$ cat config.mk
export PLATFORM = sky130hd
export DESIGN_NAME = gmii_tx_mac
export DESIGN_NICKNAME = d
export VERILOG_FILES = /design/src/common/eth_frame_pkg.sv /design/src/common/tx_queue_pkg.sv /design/src/crc/crc32_8023.sv /design/src/hdl/tx_byte_counter.sv /design/src/hdl/tx_data_path.sv /design/src/hdl/tx_frame_fsm.sv /design/src/hdl/gmii_tx_mac.sv
export SDC_FILE = /design/constraint.sdc
export NUM_CORES = 1
export LEC_CHECK = 0
export BUFFER_PORTS_ARGS = -buffer_cell sky130_fd_sc_hd__buf_2
export CAP_MARGIN = 20
export CORE_MARGIN = 4
export CORE_UTILIZATION = 40
export DETAILED_ROUTE_END_ITERATION = 10
export PLACE_DENSITY = 0.7
export SYNTH_ARGS = -nofsm -noshare
export SYNTH_HDL_FRONTEND = slang
export SYNTH_SLANG_ARGS = --single-unit
$ cat constraint.sdc
create_clock -name tx_master_clk -period 4.2 [get_ports tx_master_clk]
set_input_delay 0.21 -clock tx_master_clk [delete_from_list [all_inputs] [get_ports tx_master_clk]]
set_output_delay 0.21 -clock tx_master_clk [all_outputs]
set_load 0.005 [all_outputs]
$ cat src/common/eth_frame_pkg.sv
`default_nettype none

package eth_frame_pkg;

    ////////////////////////////////////////////////////////////
    // frame format
    ////////////////////////////////////////////////////////////

    localparam logic [7:0] PREAMBLE_BYTE = 8'h55;
    localparam logic [7:0] SFD_BYTE      = 8'hd5;   // start of frame delimiter

    // preamble plus sfd
    localparam int PREAMBLE_LEN = 8;
    localparam int CRC_LEN      = 4;

    // reflected form of the 802.3 polynomial
    localparam logic [31:0] CRC_POLY = 32'hedb88320;
    localparam logic [31:0] CRC_INIT = 32'hffffffff;

    ////////////////////////////////////////////////////////////
    // transmit sequencing
    ////////////////////////////////////////////////////////////

    typedef enum logic [2:0] {
        PH_IDLE,        // wait for a descriptor
        PH_PTR,         // descriptor word on the fifo output
        PH_PREAMBLE,
        PH_DATA,
        PH_CRC,
        PH_IFG          // inter frame gap
    } tx_phase_t;

    // gmii transmit pins
    typedef struct packed {
        logic       dv;
        logic [7:0] d;
    } gmii_tx_t;

endpackage

`default_nettype wire

$ cat src/common/tx_queue_pkg.sv
`default_nettype none

package tx_queue_pkg;

    localparam int LEN_W = 11;      // frame length field, bytes

    // one word of the pointer fifo per frame
    typedef struct packed {
        logic [4:0]       rsvd;
        logic [LEN_W-1:0] len;
    } tx_ptr_t;

    // fifo pair outputs, registered on the fifo side
    typedef struct packed {
        logic [7:0] data;
        logic       data_empty;
        tx_ptr_t    ptr;
        logic       ptr_empty;
    } queue_in_t;

    // one cycle read strobes
    typedef struct packed {
        logic data_rd;
        logic ptr_rd;
    } queue_rd_t;

    typedef enum logic {
        SEL_NORM,
        SEL_TTE
    } queue_sel_t;

endpackage

`default_nettype wire

$ cat src/crc/crc32_8023.sv
`timescale 1ns/100ps
`default_nettype none

module crc32_8023 (
    input  wire                           tx_master_clk,
    input  wire                           rstn_mac,
    input  wire eth_frame_pkg::tx_phase_t phase,
    input  wire [7:0]                     d,
    output logic [7:0]                    crc_byte
);

    logic [31:0] crc;

    // one byte through the reflected lfsr, lsb first
    function automatic logic [31:0] crc_step(input logic [31:0] c, input logic [7:0] b);
        logic [31:0] r;
        r = c;
        for (int i = 0; i < 8; i++) begin
            if (r[0] ^ b[i]) begin
                r = (r >> 1) ^ eth_frame_pkg::CRC_POLY;
            end else begin
                r = r >> 1;
            end
        end
        return r;
    endfunction

    ////////////////////////////////////////////////////////////
    // crc register
    ////////////////////////////////////////////////////////////

    always_ff @(posedge tx_master_clk or negedge rstn_mac) begin
        if (!rstn_mac) begin
            crc <= eth_frame_pkg::CRC_INIT;
        end else begin
            case (phase)
                eth_frame_pkg::PH_PREAMBLE: crc <= eth_frame_pkg::CRC_INIT;
                eth_frame_pkg::PH_DATA:     crc <= crc_step(crc, d);
                eth_frame_pkg::PH_CRC:      crc <= crc >> 8;    // next check byte down
                default:                    crc <= crc;
            endcase
        end
    end

    // complemented result, lowest byte on the wire first
    assign crc_byte = ~crc[7:0];

endmodule

`default_nettype wire

$ cat src/hdl/tx_byte_counter.sv
`timescale 1ns/100ps
`default_nettype none

module tx_byte_counter (
    input  wire                              tx_master_clk,
    input  wire                              rstn_mac,
    input  wire                              load,
    input  wire [tx_queue_pkg::LEN_W-1:0]    load_value,
    output logic                             last
);

    logic [tx_queue_pkg::LEN_W-1:0] remain;    // bytes left in this phase

    // span starts the cycle after the load
    always_ff @(posedge tx_master_clk or negedge rstn_mac) begin
        if (!rstn_mac) begin
            remain <= '0;
        end else if (load) begin
            remain <= load_value;
        end else if (remain != '0) begin
            remain <= remain - 1'b1;
        end
    end

    // one byte to go
    assign last = (remain == tx_queue_pkg::LEN_W'(1));

endmodule

`default_nettype wire

$ cat src/hdl/tx_data_path.sv
`timescale 1ns/100ps
`default_nettype none

module tx_data_path (
    input  wire                            tx_master_clk,
    input  wire                            rstn_mac,
    input  wire eth_frame_pkg::tx_phase_t  phase,
    input  wire tx_queue_pkg::queue_sel_t  sel,
    input  wire [7:0]                      norm_data,
    input  wire [7:0]                      tte_data,
    output eth_frame_pkg::gmii_tx_t        gmii
);

    logic [7:0]              q_byte;        // payload of the active queue
    logic [7:0]              crc_byte;
    logic [2:0]              pre_idx;       // position inside the preamble
    eth_frame_pkg::gmii_tx_t gmii_next;

    assign q_byte = (sel == tx_queue_pkg::SEL_TTE) ? tte_data : norm_data;

    always_ff @(posedge tx_master_clk or negedge rstn_mac) begin
        if (!rstn_mac) begin
            pre_idx <= 3'd0;
        end else begin
            pre_idx <= (phase == eth_frame_pkg::PH_PREAMBLE) ? pre_idx + 3'd1 : 3'd0;
        end
    end

    ////////////////////////////////////////////////////////////
    // output byte select
    ////////////////////////////////////////////////////////////

    always_comb begin
        gmii_next.dv = 1'b1;
        case (phase)
            eth_frame_pkg::PH_PREAMBLE: begin
                // sfd closes the preamble
                if (pre_idx == 3'(eth_frame_pkg::PREAMBLE_LEN - 1)) begin
                    gmii_next.d = eth_frame_pkg::SFD_BYTE;
                end else begin
                    gmii_next.d = eth_frame_pkg::PREAMBLE_BYTE;
                end
            end
            eth_frame_pkg::PH_DATA: gmii_next.d = q_byte;
            eth_frame_pkg::PH_CRC:  gmii_next.d = crc_byte;   // fcs, low byte first
            default: begin
                gmii_next.dv = 1'b0;
                gmii_next.d  = 8'h00;
            end
        endcase
    end

    always_ff @(posedge tx_master_clk or negedge rstn_mac) begin
        if (!rstn_mac) begin
            gmii <= '0;
        end else begin
            gmii <= gmii_next;
        end
    end

    crc32_8023 u_crc32_8023 (
        .tx_master_clk (tx_master_clk),
        .rstn_mac      (rstn_mac),
        .phase         (phase),
        .d             (q_byte),
        .crc_byte      (crc_byte)
    );

endmodule

`default_nettype wire

$ cat src/hdl/tx_frame_fsm.sv
`timescale 1ns/100ps
`default_nettype none

module tx_frame_fsm #(
    parameter int IFG_BYTES = 12
) (
    input  wire                          tx_master_clk,
    input  wire                          rstn_mac,
    input  wire                          norm_ptr_empty,
    input  wire                          tte_ptr_empty,
    input  wire tx_queue_pkg::tx_ptr_t   norm_ptr,
    input  wire tx_queue_pkg::tx_ptr_t   tte_ptr,
    input  wire                          last,
    output logic                         load,
    output logic [tx_queue_pkg::LEN_W-1:0] load_value,
    output eth_frame_pkg::tx_phase_t     phase,
    output tx_queue_pkg::queue_sel_t     sel,
    output tx_queue_pkg::queue_rd_t      norm_rd,
    output tx_queue_pkg::queue_rd_t      tte_rd
);

    localparam int LEN_W = tx_queue_pkg::LEN_W;

    eth_frame_pkg::tx_phase_t phase_next;
    logic                     ptr_rd;       // pointer strobe, one cycle
    logic                     data_rd;
    logic [LEN_W-1:0]         len;          // payload bytes of this frame

    ////////////////////////////////////////////////////////////
    // phase sequencing
    ////////////////////////////////////////////////////////////

    always_comb begin
        phase_next = phase;
        case (phase)
            eth_frame_pkg::PH_IDLE: begin
                if (ptr_rd) begin
                    phase_next = eth_frame_pkg::PH_PTR;
                end
            end
            eth_frame_pkg::PH_PTR:      phase_next = eth_frame_pkg::PH_PREAMBLE;
            eth_frame_pkg::PH_PREAMBLE: if (last) phase_next = eth_frame_pkg::PH_DATA;
            eth_frame_pkg::PH_DATA:     if (last) phase_next = eth_frame_pkg::PH_CRC;
            eth_frame_pkg::PH_CRC:      if (last) phase_next = eth_frame_pkg::PH_IFG;
            eth_frame_pkg::PH_IFG:      if (last) phase_next = eth_frame_pkg::PH_IDLE;
            default:                    phase_next = eth_frame_pkg::PH_IDLE;
        endcase
    end

    always_ff @(posedge tx_master_clk or negedge rstn_mac) begin
        if (!rstn_mac) begin
            phase  <= eth_frame_pkg::PH_IDLE;
            ptr_rd <= 1'b0;
            sel    <= tx_queue_pkg::SEL_NORM;
        end else begin
            phase  <= phase_next;
            // arm once per idle period, tte wins
            ptr_rd <= (phase == eth_frame_pkg::PH_IDLE) && !ptr_rd &&
                      !(norm_ptr_empty && tte_ptr_empty);
            if ((phase == eth_frame_pkg::PH_IDLE) && !ptr_rd) begin
                sel <= tte_ptr_empty ? tx_queue_pkg::SEL_NORM : tx_queue_pkg::SEL_TTE;
            end
        end
    end

    // descriptor is valid on the fifo output during PH_PTR
    always_ff @(posedge tx_master_clk) begin
        if (phase == eth_frame_pkg::PH_PTR) begin
            len <= (sel == tx_queue_pkg::SEL_TTE) ? tte_ptr.len : norm_ptr.len;
        end
    end

    ////////////////////////////////////////////////////////////
    // counter loads, one per phase change
    ////////////////////////////////////////////////////////////

    always_comb begin
        load = (phase == eth_frame_pkg::PH_PTR) ||
               (last && ((phase == eth_frame_pkg::PH_PREAMBLE) ||
                         (phase == eth_frame_pkg::PH_DATA) ||
                         (phase == eth_frame_pkg::PH_CRC)));
        case (phase)
            eth_frame_pkg::PH_PTR:      load_value = LEN_W'(eth_frame_pkg::PREAMBLE_LEN);
            eth_frame_pkg::PH_PREAMBLE: load_value = len;
            eth_frame_pkg::PH_DATA:     load_value = LEN_W'(eth_frame_pkg::CRC_LEN);
            default:                    load_value = LEN_W'(IFG_BYTES);
        endcase
    end

    // strobe runs one cycle ahead of the bytes on the wire
    assign data_rd = ((phase == eth_frame_pkg::PH_PREAMBLE) && last) ||
                     ((phase == eth_frame_pkg::PH_DATA) && !last);

    always_comb begin
        norm_rd.ptr_rd  = ptr_rd && (sel == tx_queue_pkg::SEL_NORM);
        norm_rd.data_rd = data_rd && (sel == tx_queue_pkg::SEL_NORM);
        tte_rd.ptr_rd   = ptr_rd && (sel == tx_queue_pkg::SEL_TTE);
        tte_rd.data_rd  = data_rd && (sel == tx_queue_pkg::SEL_TTE);
    end

endmodule

`default_nettype wire

$ cat src/hdl/gmii_tx_mac.sv
`timescale 1ns/100ps
`default_nettype none

module gmii_tx_mac #(
    parameter int IFG_BYTES = 12
) (
    input  wire                        tx_master_clk,
    input  wire                        rstn_mac,
    input  wire tx_queue_pkg::queue_in_t norm_q,
    input  wire tx_queue_pkg::queue_in_t tte_q,
    output tx_queue_pkg::queue_rd_t    norm_rd,
    output tx_queue_pkg::queue_rd_t    tte_rd,
    output eth_frame_pkg::gmii_tx_t    gmii
);

    eth_frame_pkg::tx_phase_t          phase;
    tx_queue_pkg::queue_sel_t          sel;
    logic                              load;
    logic [tx_queue_pkg::LEN_W-1:0]    load_value;
    logic                              last;      // final byte of the current phase

    tx_frame_fsm #(
        .IFG_BYTES      (IFG_BYTES)
    ) u_tx_frame_fsm (
        .tx_master_clk  (tx_master_clk),
        .rstn_mac       (rstn_mac),
        .norm_ptr_empty (norm_q.ptr_empty),
        .tte_ptr_empty  (tte_q.ptr_empty),
        .norm_ptr       (norm_q.ptr),
        .tte_ptr        (tte_q.ptr),
        .last           (last),
        .load           (load),
        .load_value     (load_value),
        .phase          (phase),
        .sel            (sel),
        .norm_rd        (norm_rd),
        .tte_rd         (tte_rd)
    );

    // phase lengths are counted here only
    tx_byte_counter u_tx_byte_counter (
        .tx_master_clk  (tx_master_clk),
        .rstn_mac       (rstn_mac),
        .load           (load),
        .load_value     (load_value),
        .last           (last)
    );

    tx_data_path u_tx_data_path (
        .tx_master_clk  (tx_master_clk),
        .rstn_mac       (rstn_mac),
        .phase          (phase),
        .sel            (sel),
        .norm_data      (norm_q.data),
        .tte_data       (tte_q.data),
        .gmii           (gmii)
    );

endmodule

`default_nettype wire

After elaboration in Yosys (flattened, before gate mapping)
Cells that the tools add are included.
- bits in latches: 0
- RAM bits: 0
- flip-flop bits (word level): 71
- memories kept: 0
- ROM bits: 0
- output and inout port bits: 13
- add/subtract/negate cells: 2
- equality and inequality tests: 12
- bitwise operators: 18
- divide/modulo/power cells: 0
- mux-type cells: 32
- $lt $le $gt $ge: 0
- reductions and logical operators: 23
- multipliers: 0
- shift operators: 0
- operators with widths (cell ; count):
    $mux 32 ; 15
    $not 13->14 ; 8
    $pmux 32 s3 ; 1
    $mux 11 ; 3
    $pmux 11 s3 ; 1
    $pmux 8 s3 ; 1
    $mux 3 ; 6
    $pmux 3 s6 ; 1
    $mux 8 ; 2
    $eq 11x1->1 const B ; 1
    $reduce_bool 11->1 ; 1
    $sub 11x1->11 const B ; 1
    $logic_and 1x1->1 ; 10
    $eq 3x3->1 const B ; 3
    $not 8->8 ; 1
    $xor 1x1->1 ; 8
    $eq 3x2->1 const B ; 2
    $ne 2x2->1 const B ; 3
    $reduce_and 5->1 ; 1
    $logic_or 1x1->1 ; 4
    $ne 2x1->1 const B ; 2
    $add 3x1->3 const B ; 1
    $eq 3x1->1 const B ; 1
    $logic_not 1->1 ; 3
    other kinds (6) ; 7

Depth between registers and ports, before layout
Gate-level depths: netlist (run 1).
- word-level depth: 25
- depth in mapped cells: 9
- depth with buffers taken out: 8

By module
A second synthesis (run 1) with hierarchy kept.
- cell total of the unflattened synthesis: 417
- area total of the unflattened synthesis: 4813.4 µm²
- by module, submodules not included (module ; seq. area each (µm²) ; cells each ; times used ; area each (µm²)):
    crc32_8023 ; 840.8 ; 238 ; 1 ; 2700.1
    tx_frame_fsm ; 455.4 ; 69 ; 1 ; 862.1
    tx_byte_counter ; 275.3 ; 67 ; 1 ; 659.4
    tx_data_path ; 300.3 ; 43 ; 1 ; 591.8

Worst setup path before layout (run 1)
Ideal clock, no wire load.
- path type: register to register
- from: register u_tx_frame_fsm.sel
- to: register u_tx_data_path.u_crc32_8023.crc[24]
- arrival time: 1.913 ns
- period minus slack after synthesis: 2.001 ns
- cell stages (with the launch flop): 9
- path buffers: 2
- library setup time: 0.088 ns
- slack: 2.199 ns
- cell sequence: dfrtp_1 buf_6 buf_12 mux2i_4 xnor2_4 xnor2_4 xnor2_1 xor2_1 a221oi_2
- cells in the longest elaborated chain, start to end: 23
- elaborated cells between the ends (all ways): 28
- classes of those cells: mux (17); bitwise (11)
- RTL lines (element ; line ; source):
    from (decl) ; tx_frame_fsm.sv:17 ; output tx_queue_pkg::queue_sel_t sel,
    from (signal assigned) ; tx_frame_fsm.sv:54 ; sel <= tx_queue_pkg::SEL_NORM;
    from (signal assigned) ; tx_frame_fsm.sv:61 ; sel <= tte_ptr_empty ? tx_queue_pkg::SEL_NORM : tx_queue_pkg::SEL_TTE;
    $mux 8 (*) ; tx_data_path.sv:19 ; assign q_byte = (sel == tx_queue_pkg::SEL_TTE) ? tte_data : norm_data;
    $xor 1x1->1 ; crc32_8023.sv:19 ; if (r[0] ^ b[i]) begin
    $mux 32 ; crc32_8023.sv:19 ;
    $mux 32 ; crc32_8023.sv:36 ; case (phase)
    $not 13->14 (no line) ; - ;
    $mux 32 ; crc32_8023.sv:19 ;
    $mux 32 ; crc32_8023.sv:36 ;
    $not 13->14 (no line) ; - ;
    [7 not listed] ; - ;
    $not 13->14 (no line) ; - ;
    $mux 32 ; crc32_8023.sv:19 ;
    $mux 32 ; crc32_8023.sv:36 ;
    $mux 32 ; crc32_8023.sv:19 ;
    $mux 32 ; crc32_8023.sv:36 ;
    $not 13->14 (no line) ; - ;
    $mux 32 (*) ; crc32_8023.sv:19 ;
    $pmux 32 s3 (*) ; crc32_8023.sv:36 ;
    to (signal assigned) ; crc32_8023.sv:37 ; eth_frame_pkg::PH_PREAMBLE: crc <= eth_frame_pkg::CRC_INIT;
    to (signal assigned) ; crc32_8023.sv:38 ; eth_frame_pkg::PH_DATA: crc <= crc_step(crc, d);
    to (signal assigned) ; crc32_8023.sv:39 ; eth_frame_pkg::PH_CRC: crc <= crc >> 8;
    to (decl) ; crc32_8023.sv:12 ; logic [31:0] crc;
Mark *: on every way between the ends. The rest lies on a longest branch, timed or not. The select of a mux whose other input is x is not followed.
A chain may end at the register's enable or synchronous reset.

Worst setup path in the final report (run 1)
- from: register u_tx_frame_fsm.sel
- to: register u_tx_data_path.u_crc32_8023.crc[29]
- cells in the longest elaborated chain, start to end: 20
- elaborated cells between the ends (all ways): 24
- classes of those cells: mux (17); bitwise (7)
- RTL lines (element ; line):
    $mux 8 (*) ; tx_data_path.sv:19
    $xor 1x1->1 ; crc32_8023.sv:19
    $mux 32 ; crc32_8023.sv:19
    $mux 32 ; crc32_8023.sv:36
    $mux 32 ; crc32_8023.sv:19
    $mux 32 ; crc32_8023.sv:36
    $mux 32 ; crc32_8023.sv:19
    $mux 32 ; crc32_8023.sv:36
    [4 not listed] ; -
    $mux 32 ; crc32_8023.sv:19
    $mux 32 ; crc32_8023.sv:36
    $xor 1x1->1 ; crc32_8023.sv:19
    $mux 32 ; crc32_8023.sv:19
    $mux 32 ; crc32_8023.sv:36
    $not 13->14 (no line) ; -
    $mux 32 (*) ; crc32_8023.sv:19
    $pmux 32 s3 (*) ; crc32_8023.sv:36
Marks and branches as above.

==> out/qor.csv, run 1 <==
stage,metric,value,unit
status,outcome,"finished, final reports clean",
finish,nNetsFinal,526,
finish,num-fill-cells,1016,
drt,route.detailed.drc,0,
die,rows,38,
pwr,p_int,2.57,mW
yosys,async_reset_ff_share,84.5,%
global_routing,grt_use_total,17.1,%
yosys,muxShareOfSynthArea,6.39,%
clocking,clk_latency,0.34,ns
yosys,synth_warnings,0,
sta,setup_viol,0,
global_routing,grt_pass1_vias,3424,
pwr,p_seq_share,27.9,%
clocking,tritoncts,done,
clocking,clockBufferDepth,2,
drt,drt_iter0_markers,295,
die,ios,67,
critical_path,cp_slowest_cell,dfrtp_1,
yosys,synth_xor_area_share,20.5,%
pwr,p_comb_share,55.0,%
clocking,cts-htree-levels,3,
yosys,netlist_area,4560,µm²
yosys,yosys.area_share.simple,11.4,%
placement,hpwlAfterDp,7370,µm
min_path,hold_class,primary input to flop,
placement,place_congestion,0.822,
drt,vias,3377,
critical_path,critPathKind,flop to flop,
global_routing,grt_pass1_wl,17600,µm
placement,portBuffers,54,
drt,wl,10700,µm
sta,rsz0062_at_grt,false,
critical_path,cp_max_fo,14,
sta,clock_skew,0.00316,ns
yosys,synth-seq-cells,71,
pwr,p_clk_share,17.1,%
global_routing,overflow,0,
yosys,synth_fp_nets,479,
die,die_h,115,µm
pwr,vdd_ir_drop_max,0.339,mV
clocking,cts.sinks,71,
yosys,avgSynthCellArea,10.9,µm²
sta,maxSlewViolCount,0,
yosys,synth_flop_cell,dfstp_2,
sta,relSlewSlack,38.5,%
finish,seq_area,1870,µm²
sta,finalCritPeriodShare,65.5,%
placement,place_ws,1.43,ns
critical_path,critical_path_required,4.45,ns
drt,antenna_left,0,
pwr,pwr_density_cell,819,nW/µm²
clocking,clk_pin_slew_worst_paths,0.05,ns
pwr,netSwitchingPower,1.71,mW
yosys,synth_edf_count,11,
sta,finalHoldWorstSlack,0.0563,ns
sta,timing.fmax,364,MHz
die,start_util,41.5,%
critical_path,critPathMostFrequentCell,xnor2_4,
finish,drive_above_1_share,31.4,%
flow_run,maxCapViolations,0,
clocking,cts-root-buf,clkbuf_16,
critical_path,critPathLaunchType,flop,
finish,antenna_cells,0,
die,die_w,115,µm
yosys,ys_types,48,
clocking,cts_buffers,9,
pwr,leakagePower,1.99,nW
finish,area_growth_syn_to_layout,14.6,%
pwr,power.total,4.28,mW
yosys,seq_area_frac_synth,41.1,%
sta,fin_tns_setup,0,ns
finish,final_cell_count_no_fill,612,
global_routing,antenna_found_initial,0,
critical_path,cp.arrival,3.00,ns
yosys,synth_fa_ha_area_share,1.37,%
placement,place_inst,595,
die,fp.coreArea,11000,µm²
yosys,synth-compound-area-share,16.3,%
yosys,syn_inst,420,
sta,hold_viol_final,0,
die,dieArea,13200,µm²
sta,layout_min_cycle_time,2.75,ns
critical_path,crit_path_cell_trace,mux2i_2 > xnor2_4 > xnor2_4 > xnor2_2 > xor2_1 > a221oi_2,
pwr,swShare,39.9,%
critical_path,end_kind,flop,
sta,fin_ws,1.45,ns
drt,wire_per_inst,17.4,µm
drt,via_per_inst,5.52,
drt,drtPass1Iterations,4,
sta,tightest_slew,0.922,ns
yosys,synth_top_family_by_area,XOR/XNOR gates,
finish,multi_input_area,2550,µm²
global_routing,grt_max_degree,56,
critical_path,critPathMaxStageDelay,0.94,ns
## sequential cells by signal, indices dropped and copies added (netlist names)
signal,flops
u_tx_frame_fsm.len,11
u_tx_frame_fsm.sel,1
u_tx_frame_fsm.ptr_rd,1
u_tx_data_path.gmii,9
u_tx_frame_fsm.phase,3
u_tx_byte_counter.remain,11
u_tx_data_path.u_crc32_8023.crc,32
u_tx_data_path.pre_idx,3
## metrics by stage
stage	util (%)	area [µm²]
after floorplan	-	4560
after global placement	45.0	4940
after detailed placement	45.0	4940
after CTS	47.6	5230
after global routing	47.6	5230
final	47.6	5230
## kinds of logic after synthesis
family | Yosys count
simple gates | 111
compound gates | 106
xor+xnor | 75
flops | 71
buf+inv | 30
mux | 22
fa+ha+maj | 5
## final cells by class
| cell class | count | area share (%) |
|---|---|---|
| clock buffer | 14 | 4.67 |
| clock inverter | 2 | 0.647 |
| inverter | 4 | 0.287 |
| multi-input combinational | 319 | 48.8 |
| sequential | 71 | 35.8 |
| tap | 140 | 3.35 |
| timing repair buffer | 62 | 6.37 |
## worst paths after layout
check / start / to / slack, ns / cells past startpoint
max: u_tx_frame_fsm.sel / u_tx_data_path.u_crc32_8023.crc[29] / 1.45 / 6
min: tte_q[0] / u_tx_frame_fsm.sel / 0.06 / 2
max reg2reg: u_tx_frame_fsm.sel / u_tx_data_path.u_crc32_8023.crc[29] / 1.45 / 6
min reg2reg: u_tx_data_path.pre_idx[0] / u_tx_data_path.pre_idx[0] / 0.45 / 1
max in group asynchronous: rstn_mac / u_tx_data_path.u_crc32_8023.crc[16] / 2.84 / 3
min in group asynchronous: rstn_mac / u_tx_data_path.gmii[1] / 0.46 / 2
## power groups by stage
stage          Clock (mW)  Sequential (mW)  Combinational, mW
2_1_floorplan           0             1.10               2.02
3_3_place_gp            0             1.18               2.30
3_5_place_dp            0             1.20               2.35
4_1_cts             0.737             1.19               2.37
5_1_grt             0.774             1.23               2.54
6_report            0.732             1.19               2.35
## layer usage
layer	share of wire (%)	global-route usage [%]	vias to the layer above
li1	-	-	1614
met5	0	0	-
met1	43	22.7	1667
met2	50	27.7	77
met4	2.0	6.03	0
met3	4.9	3.89	19
## cells in the final DEF, fill, tap and decap left out, types with 4 or more instances in the layout
| master | count |
|---|---|
| o22a_1 | 14 |
| nor3_1 | 8 |
| a221oi_2 | 5 |
| xnor2_1 | 34 |
| o22ai_1 | 17 |
| xnor2_2 | 5 |
| nand2_1 | 28 |
| a21oi_1 | 18 |
| xor2_1 | 23 |
| nor2_1 | 34 |
| buf_2 | 54 |
| xnor2_4 | 12 |
| and2_1 | 5 |
| dfstp_2 | 32 |
| buf_4 | 7 |
| dfrtp_1 | 27 |
| clkbuf_16 | 9 |
| ha_1 | 5 |
| o21ai_0 | 26 |
| mux2i_2 | 5 |
| or3_1 | 8 |
| nor2b_1 | 5 |
| clkbuf_1 | 5 |
| o211ai_1 | 7 |
| mux2_2 | 12 |
| edfxtp_1 | 11 |
| nand3_1 | 10 |
| inv_1 | 4 |
| a221oi_1 | 7 |
## worst max-delay path, delay by kind of cell (launching register included)
family | cells | cell delay, ns
muxes | 1 | 0.50
DFF | 1 | 0.94
xor gates and xnor gates | 4 | 0.91
AOI/OAI and AO/OA | 1 | 0.29
## Yosys cell counts, drive strengths merged (7+ instances only)
| cell type | instances | area (µm²) |
|---|---|---|
| a21oi | 18 | 90.1 |
| a221oi | 12 | 136 |
| clkbuf | 20 | 75.1 |
| dfrtp | 28 | 701 |
| dfstp | 32 | 841 |
| edfxtp | 11 | 330 |
| mux2 | 12 | 135 |
| mux2i | 10 | 156 |
| nand2 | 28 | 105 |
| nand3 | 10 | 50.1 |
| nor2 | 34 | 128 |
| nor3 | 8 | 40.0 |
| o211ai | 7 | 52.6 |
| o21ai | 26 | 130 |
| o22a | 14 | 123 |
| o22ai | 17 | 106 |
| or3 | 8 | 50.1 |
| xnor2 | 51 | 709 |
| xor2 | 23 | 201 |
## timing repair
item,CTS,global route
endpoints found under the hold margin,7,0
resized for setup,0,0
hold buffers,1,0
setup buffers,0,0
(Power assumes the default switching activity.)
==> run 2: changes to the inputs <==
--- a/config.mk
+++ b/config.mk
@@ -5,12 +5,13 @@
 export SDC_FILE = /design/constraint.sdc
 export NUM_CORES = 1
 export LEC_CHECK = 0
+export ABC_AREA = 1
 export BUFFER_PORTS_ARGS = -buffer_cell sky130_fd_sc_hd__buf_2
 export CAP_MARGIN = 20
 export CORE_MARGIN = 4
 export CORE_UTILIZATION = 40
 export DETAILED_ROUTE_END_ITERATION = 10
-export PLACE_DENSITY = 0.7
+export PLACE_DENSITY = 0.72
 export SYNTH_ARGS = -nofsm -noshare
 export SYNTH_HDL_FRONTEND = slang
 export SYNTH_SLANG_ARGS = --single-unit
==> constraint.sdc (replaced) <==
create_clock -name tx_master_clk -period 2.3 [get_ports tx_master_clk]
set_input_delay 0.115 -clock tx_master_clk [delete_from_list [all_inputs] [get_ports tx_master_clk]]
set_output_delay 0.115 -clock tx_master_clk [all_outputs]
set_load 0.005 [all_outputs]
==> run 2 against run 1 <==
Effect of this change:
- clock skew is 0.0062 ns higher
- via count is 36% higher
- synthesized cell count is 61% higher
- largest cell class unchanged
- critical path depth is 2 higher
- clock-buffer cell count is 3 lower
- non-clock buffer count is 12 higher
==> out/qor.csv, run 2 <==
stage,metric,value,unit,change
finish,final_common_cell,nand2_1,,was buf_2
finish,layout_common_cells,"nand2_1 (178), inv_1 (74), nand3_1 (67), nor2_1 (64), buf_2 (54)",,"was buf_2 (54), nor2_1 (34), xnor2_1 (34), dfstp_2 (32), nand2_1 (28)"
finish,nNetsFinal,803,,was 526
finish,drive_above_1_share,25.4,%,was 31.4%
global_routing,grt_max_degree,61,,was 56
finish,seq_area,1870,µm²,unchanged
global_routing,grt_pass1_vias,4300,,was 3424
global_routing,grt_use_total,18.8,%,was 17.1%
global_routing,grt_pass1_wl,21400,µm,was 17600 µm
die,rows,40,,was 38
finish,area_growth_syn_to_layout,17.1,%,was 14.6%
clocking,cts.sinks,71,,unchanged
yosys,seq_area_frac_synth,38.2,%,was 41.1%
sta,setup_viol,0,,unchanged
finish,top_register,u_tx_data_path.u_crc32_8023.crc,,unchanged
finish,largest_register_ffs,32,,unchanged
global_routing,antenna_found_initial,0,,unchanged
yosys,synth_edf_count,11,,unchanged
drt,drtPass1Iterations,5,,was 4
clocking,tritoncts,done,,unchanged
critical_path,critical_path_required,2.18,ns,was 4.45 ns
finish,fin_area,5730,µm²,was 5230 µm²
critical_path,cp_max_fo,14,,unchanged
sta,tightest_slew,0.798,ns,was 0.922 ns
clocking,cts-root-buf,clkbuf_16,,unchanged
sta,rsz0062_at_grt,false,,unchanged
critical_path,end_kind,output pin,,was flop
yosys,syn_inst,676,,was 420
yosys,synth_flop_cell,dfstp_2,,unchanged
clocking,cts_buffers,9,,unchanged
yosys,synth_fp_nets,735,,was 479
die,die_w,119,µm,was 115 µm
sta,clock_skew,0.00933,ns,was 0.00316 ns
global_routing,overflow,0,,unchanged
pwr,pwr_density_cell,1770,nW/µm²,was 819 nW/µm²
yosys,synth_warnings,0,,unchanged
drt,route.detailed.drc,0,,unchanged
placement,hpwlAfterDp,9390,µm,was 7370 µm
flow_run,maxCapViolations,0,,unchanged
min_path,hold_class,primary input to flop,,unchanged
drt,vias,4596,,was 3377
yosys,avgSynthCellArea,7.24,µm²,was 10.9 µm²
yosys,netlist_area,4890,µm²,was 4560 µm²
die,fp.coreArea,12000,µm²,was 11000 µm²
yosys,yosysMostFrequentCell,nand2_1,,
sta,fin_tns_setup,0,ns,unchanged
yosys,ys_types,40,,was 48
sta,hold_viol_final,0,,unchanged
sta,maxSlewViolCount,0,,unchanged
clocking,clockBufferDepth,2,,unchanged
sta,layout_min_cycle_time,2.06,ns,
sta,finalCritPeriodShare,89.5,%,
placement,post_dp_cell_area,5380,µm²,was 4940 µm²
clocking,cts-htree-levels,3,,unchanged
yosys,async_reset_ff_share,84.5,%,unchanged
pwr,vdd_ir_drop_max,0.636,mV,was 0.339 mV
die,start_util,40.7,%,was 41.5%
drt,wl,13100,µm,was 10700 µm
critical_path,critPathLaunchType,flop,,unchanged
die,ios,67,,unchanged
sta,timing.fmax,486,MHz,
die,die_h,119,µm,was 115 µm
finish,num-fill-cells,1208,,was 1016
placement,portBuffers,54,,unchanged
drt,wire_per_inst,14.6,µm,was 17.4 µm
finish,multi_input_area,2600,µm²,was 2550 µm²
finish,antenna_cells,0,,unchanged
status,outcome,"finished, final reports clean",,unchanged
yosys,synth_area_leaders,"dfstp_2 (17%), dfrtp_1 (14%), nand2_1 (14%), nand3_1 (6.9%), edfxtp_1 (6.7%)",,"was dfstp_2 (18%), dfrtp_1 (15%), edfxtp_1 (7.2%), xnor2_4 (7.2%), xnor2_1 (6.5%)"
sta,relSlewSlack,46.8,%,was 38.5%
drt,antenna_left,0,,unchanged
finish,reg_top3,"u_tx_data_path.u_crc32_8023.crc (32), u_tx_byte_counter.remain (11), u_tx_frame_fsm.len (11)",,unchanged
drt,via_per_inst,5.13,,was 5.52
yosys,synth_commonest_cells,"nand2_1 (178), inv_1 (74), nand3_1 (67)",,"was nor2_1 (34), xnor2_1 (34), dfstp_2 (32)"
clocking,clk_pin_slew_worst_paths,0.06,ns,was 0.05 ns
yosys,yosysTopAreaCell,dfstp_2,,unchanged
yosys,yosysTopAreaCellShare,17.2,%,was 18.4%
critical_path,critPathKind,flop to output pin,,was flop to flop
yosys,synth-seq-cells,71,,unchanged
die,dieArea,14100,µm²,was 13200 µm²
drt,drt_iter0_markers,458,,was 295
clocking,clk_latency,0.34,ns,about the same
pwr,leakagePower,2.89,nW,was 1.99 nW
critical_path,cp.arrival,1.94,ns,was 3.00 ns
placement,place_congestion,0.885,,was 0.822
==> run 2: critical path, stage by stage, from the launching register on <==
cell	delay [ns]
dfrtp_1	0.39
inv_1	0.13
nand2_2	0.16
nor2_2	0.24
inv_2	0.20
nand2_1	0.10
o21ai_0	0.13
nor2_1	0.11
buf_2	0.12
==> run 2: per-layer routing <==
metal | GRT usage (%) | part of all wire (%) | up-vias
li1 | - | - | 2307
met4 | 6.30 | 1.4 | 0
met5 | 0 | 0 | -
met1 | 25.7 | 45 | 2114
met3 | 3.35 | 6.8 | 18
met2 | 30.2 | 47 | 157
==> run 2: kinds of logic (layout without fill, tap and decap cells) <==
group,Yosys count,after routing,synth area share (%)
and+or+nand+nor,377,377,36.0
DFF,71,71,38.2
buffers and inverters,103,176,8.61
adders and majority gates,5,5,1.28
AOI/OAI and AO/OA,95,95,10.9
xor gates and xnor gates,25,25,4.93
==> run 2: path summary, 6_finish.rpt <==
| path | slack (ns) | startpoint | endpoint | depth (start not counted) |
|---|---|---|---|---|
| min | 0.04 | norm_q[8] | u_tx_frame_fsm.len[7] | 3 |
| max in group asynchronous | 1.26 | rstn_mac | u_tx_frame_fsm.sel | 3 |
| max | 0.24 | u_tx_frame_fsm.phase[2] | tte_rd[1] | 8 |
| min reg2reg | 0.44 | u_tx_data_path.pre_idx[0] | u_tx_data_path.pre_idx[0] | 1 |
| max reg2reg | 0.28 | u_tx_frame_fsm.phase[2] | u_tx_data_path.u_crc32_8023.crc[22] | 9 |
| min in group asynchronous | 0.45 | rstn_mac | u_tx_data_path.gmii[8] | 3 |
==> run 2: per-stage QoR <==
stage / instances / worst slack [ns] / power (mW) / util (%) / hold slack (ns)
after global placement: 876 / 0.313 / 8.46 / 44.8 / 0.291
after global routing: 896 / 0.0697 / 11.0 / 47.7 / 0.0418
after detailed placement: 876 / 0.278 / 8.57 / 44.8 / 0.293
after floorplan: 676 / 0.140 / 7.06 / - / -0.181
final: 896 / 0.240 / 10.2 / 47.7 / 0.0364
after CTS: 896 / 0.240 / 10.1 / 47.7 / 0.0333
==> run 2: layout make-up <==
class,instances,area share (%)
clock buffer,11,4.41
multi-input combinational,502,45.4
clock inverter,5,1.11
sequential,71,32.7
tap,147,3.21
inverter,86,5.72
timing repair buffer,74,7.51
==> run 2: power by group <==
| part | switching (mW) | total (mW) | internal, mW |
|---|---|---|---|
| clock network | 0.568 | 1.48 | 0.908 |
| registers | 0.389 | 2.47 | 2.08 |
| logic | 4.12 | 6.22 | 2.09 |
==> run 2: timing repair <==
action | 4_1_cts | 5_1_grt
buffers inserted | 0 | 0
gates resized for setup | 0 | 1
hold buffers | 4 | 0
endpoints found under the setup margin | 0 | 1
hold endpoints to repair | 30 | 0
==> run 3: changes to the inputs <==
--- a/config.mk
+++ b/config.mk
@@ -6,12 +6,13 @@
 export NUM_CORES = 1
 export LEC_CHECK = 0
 export ABC_AREA = 1
-export BUFFER_PORTS_ARGS = -buffer_cell sky130_fd_sc_hd__buf_2
-export CAP_MARGIN = 20
+export CAP_MARGIN = 10
 export CORE_MARGIN = 4
 export CORE_UTILIZATION = 40
 export DETAILED_ROUTE_END_ITERATION = 10
-export PLACE_DENSITY = 0.72
+export DONT_BUFFER_PORTS = 1
+export PLACE_DENSITY = 0.67
+export SKIP_LAST_GASP = 1
 export SYNTH_ARGS = -nofsm -noshare
 export SYNTH_HDL_FRONTEND = slang
 export SYNTH_SLANG_ARGS = --single-unit
==> run 3 against run 2 <==
Effect of this change:
- first-iteration DRC count is 13% lower
- register-to-register slack worse by 0.07 ns
- cell count decreased by 3.7%
- clock skew is 0.00075 ns higher
- clock power decreased by 9%
- sequential share of layout area rose by 0.40 points
- non-clock buffer count decreased by 33
- flip-flop and latch count is the same
- clock-buffer cell count is 1 higher
- sequential power hardly changed
==> out/qor.csv, run 3 (synthesis gave the netlist of run 2 again) <==
stage,metric,value,unit,change
sta,hold_viol_final,0,,unchanged
sta,layout_min_cycle_time,2.17,ns,was 2.06 ns
die,die_h,119,µm,unchanged
critical_path,critPathMaxStageDelay,0.40,ns,was 0.39 ns
min_path,hold_path.startpoint,tte_q[9],,was norm_q[8]
die,fp.coreArea,12000,µm²,unchanged
placement,place_congestion,0.896,,was 0.885
die,rows,40,,unchanged
min_path,hold_class,primary input to flop,,unchanged
drt,drtPass1Iterations,5,,unchanged
global_routing,grt_pass1_vias,4506,,was 4300
sta,fin_tns_setup,0,ns,unchanged
finish,area_growth_syn_to_layout,15.6,%,was 17.1%
drt,antenna_left,0,,unchanged
sta,relSlewSlack,64.0,%,was 46.8%
sta,tightest_slew,0.538,ns,was 0.798 ns
clocking,hold_buffers,25,,was 4
global_routing,antenna_found_initial,0,,unchanged
pwr,pwr_density_cell,1780,nW/µm²,was 1770 nW/µm²
clocking,clk_latency,0.34,ns,about the same
drt,wire_per_inst,15.9,µm,was 14.6 µm
die,start_util,40.7,%,unchanged
placement,hpwlAfterDp,9630,µm,was 9390 µm
critical_path,cp_max_fo,14,,unchanged
die,die_w,119,µm,unchanged
global_routing,grt_max_degree,61,,unchanged
sta,clock_skew,0.0101,ns,was 0.00933 ns
clocking,clk_pin_slew_worst_paths,0.06,ns,about the same
sta,finalHoldWorstSlack,0.0142,ns,was 0.0364 ns
pwr,leakagePower,2.74,nW,was 2.89 nW
drt,drt_iter0_markers,399,,was 458
drt,wl,13700,µm,was 13100 µm
critical_path,critPathLaunch,u_tx_frame_fsm.phase[2],,unchanged
sta,setup_viol,0,,unchanged
sta,rsz0062_at_grt,false,,unchanged
drt,vias,4609,,was 4596
sta,maxSlewViolCount,0,,unchanged
finish,num-fill-cells,1147,,was 1208
finish,largest_register_ffs,32,,unchanged
critical_path,critPathKind,flop to output pin,,unchanged
critical_path,reg2reg_from,u_tx_frame_fsm.sel,,was u_tx_frame_fsm.phase[2]
clocking,cts_buffers,9,,unchanged
flow_run,maxCapViolations,0,,unchanged
pwr,vdd_ir_drop_max,0.563,mV,was 0.636 mV
critical_path,crit_path_cell_trace,inv_1 > nand2_2 > nor2_2 > buf_4 > inv_2 > nand2_1 > o21ai_0 > nor2_1,,was inv_1 > nand2_2 > nor2_2 > inv_2 > nand2_1 > o21ai_0 > nor2_1 > buf_2
drt,via_per_inst,5.34,,was 5.13
clocking,cts.sinks,71,,unchanged
finish,final_common_cell,nand2_1,,unchanged
clocking,cts_setup_buffers,0,,unchanged
finish,reg_top3,"u_tx_data_path.u_crc32_8023.crc (32), u_tx_byte_counter.remain (11), u_tx_frame_fsm.len (11)",,unchanged
global_routing,grt_pass1_wl,22500,µm,was 21400 µm
sta,timing.fmax,461,MHz,was 486 MHz
clocking,cts-root-buf,clkbuf_16,,unchanged
clocking,cts-htree-levels,3,,unchanged
status,outcome,"finished, final reports clean",,unchanged
critical_path,cp_slowest_cell,dfrtp_1,,unchanged
clocking,tritoncts,done,,unchanged
finish,drive_above_1_share,18.9,%,was 25.4%
finish,top_register,u_tx_data_path.u_crc32_8023.crc,,unchanged
critical_path,critPathLaunchType,flop,,unchanged
finish,antenna_cells,0,,unchanged
finish,layout_common_cells,"nand2_1 (178), inv_1 (74), nand3_1 (67), nor2_1 (64), o21ai_0 (38)",,"was nand2_1 (178), inv_1 (74), nand3_1 (67), nor2_1 (64), buf_2 (54)"
die,ios,67,,unchanged
critical_path,cp.arrival,2.06,ns,was 1.94 ns
finish,nNetsFinal,770,,was 803
drt,route.detailed.drc,0,,unchanged
global_routing,grt_use_total,20.0,%,was 18.8%
critical_path,critical_path_required,2.18,ns,about the same
clocking,clockBufferDepth,2,,unchanged
clocking,cts.repair.resized,0,,unchanged
die,dieArea,14100,µm²,unchanged
placement,portBuffers,0,,was 54
global_routing,overflow,0,,unchanged
critical_path,end_kind,output pin,,unchanged
sta,finalCritPeriodShare,94.4,%,was 89.5%
==> run 3: cell count changes in the layout (fill, tap and decap cells not counted), sizes merged, moves of 2 or more <==
cell,before,now
inv,87,85
clkinvlp,1,4
buf,70,17
dlygate4sd3,4,24
==> run 3: layout make-up <==
cell class | count | area (µm²) | share of cell area (%)
inverter | 86 | 328 | 5.79
clock inverter | 4 | 30.0 | 0.531
multi-input combinational | 502 | 2600 | 46.0
timing repair buffer | 41 | 388 | 6.85
tap | 147 | 184 | 3.25
sequential | 71 | 1870 | 33.1
clock buffer | 12 | 256 | 4.53
==> run 3: where the power goes <==
| part | internal [mW] | total, mW | leakage (nW) | switching [mW] |
|---|---|---|---|---|
| Clock | 0.789 | 1.34 | 0.127 | 0.551 |
| Combinational | 2.10 | 6.26 | 1.82 | 4.15 |
| Sequential | 2.08 | 2.47 | 0.791 | 0.396 |
| Total | 4.97 | 10.1 | 2.74 | 5.10 |
==> run 3: final timing paths <==
path,end,slack [ns],depth (start not counted)
setup / recovery,tte_rd[1],0.13,8
min in group asynchronous,u_tx_data_path.gmii[6],0.37,2
hold reg to reg,u_tx_data_path.pre_idx[0],0.43,1
max in group asynchronous,u_tx_data_path.u_crc32_8023.crc[9],1.61,2
setup reg to reg,u_tx_data_path.u_crc32_8023.crc[18],0.21,14
hold / removal,u_tx_frame_fsm.len[8],0.01,2
==> run 3: critical path: cells and delay by family (launching register included) <==
family,cells,cell delay [ns]
flip-flops,1,0.40
AND/OR/NAND/NOR,4,0.61
buffers and inverters,3,0.55
AO/OA/AOI/OAI,1,0.13
==> run 3: through the flow <==
stage | total power [mW] | instances | setup slack (ns) | area, µm² | utilization (%)
4_1_cts | 10.0 | 863 | 0.148 | 5660 | 47.1
6_report | 10.1 | 863 | 0.130 | 5660 | 47.1
3_5_place_dp | 8.49 | 822 | 0.275 | 5100 | 42.5
2_1_floorplan | 7.06 | 676 | 0.140 | 4890 | -
5_1_grt | 11.0 | 863 | 0.0296 | 5660 | 47.1
3_3_place_gp | 8.31 | 822 | 0.309 | 5100 | 42.5
==> run 3: layer usage <==
layer / vias to the layer above / routed length [µm] / global-route usage, %
met2: 154 / 6430 / 31.3
met5: - / 0 / 0
met1: 2175 / 5840 / 25.7
met4: 0 / 437 / 9.41
li1: 2242 / - / -
met3: 38 / 1030 / 5.12
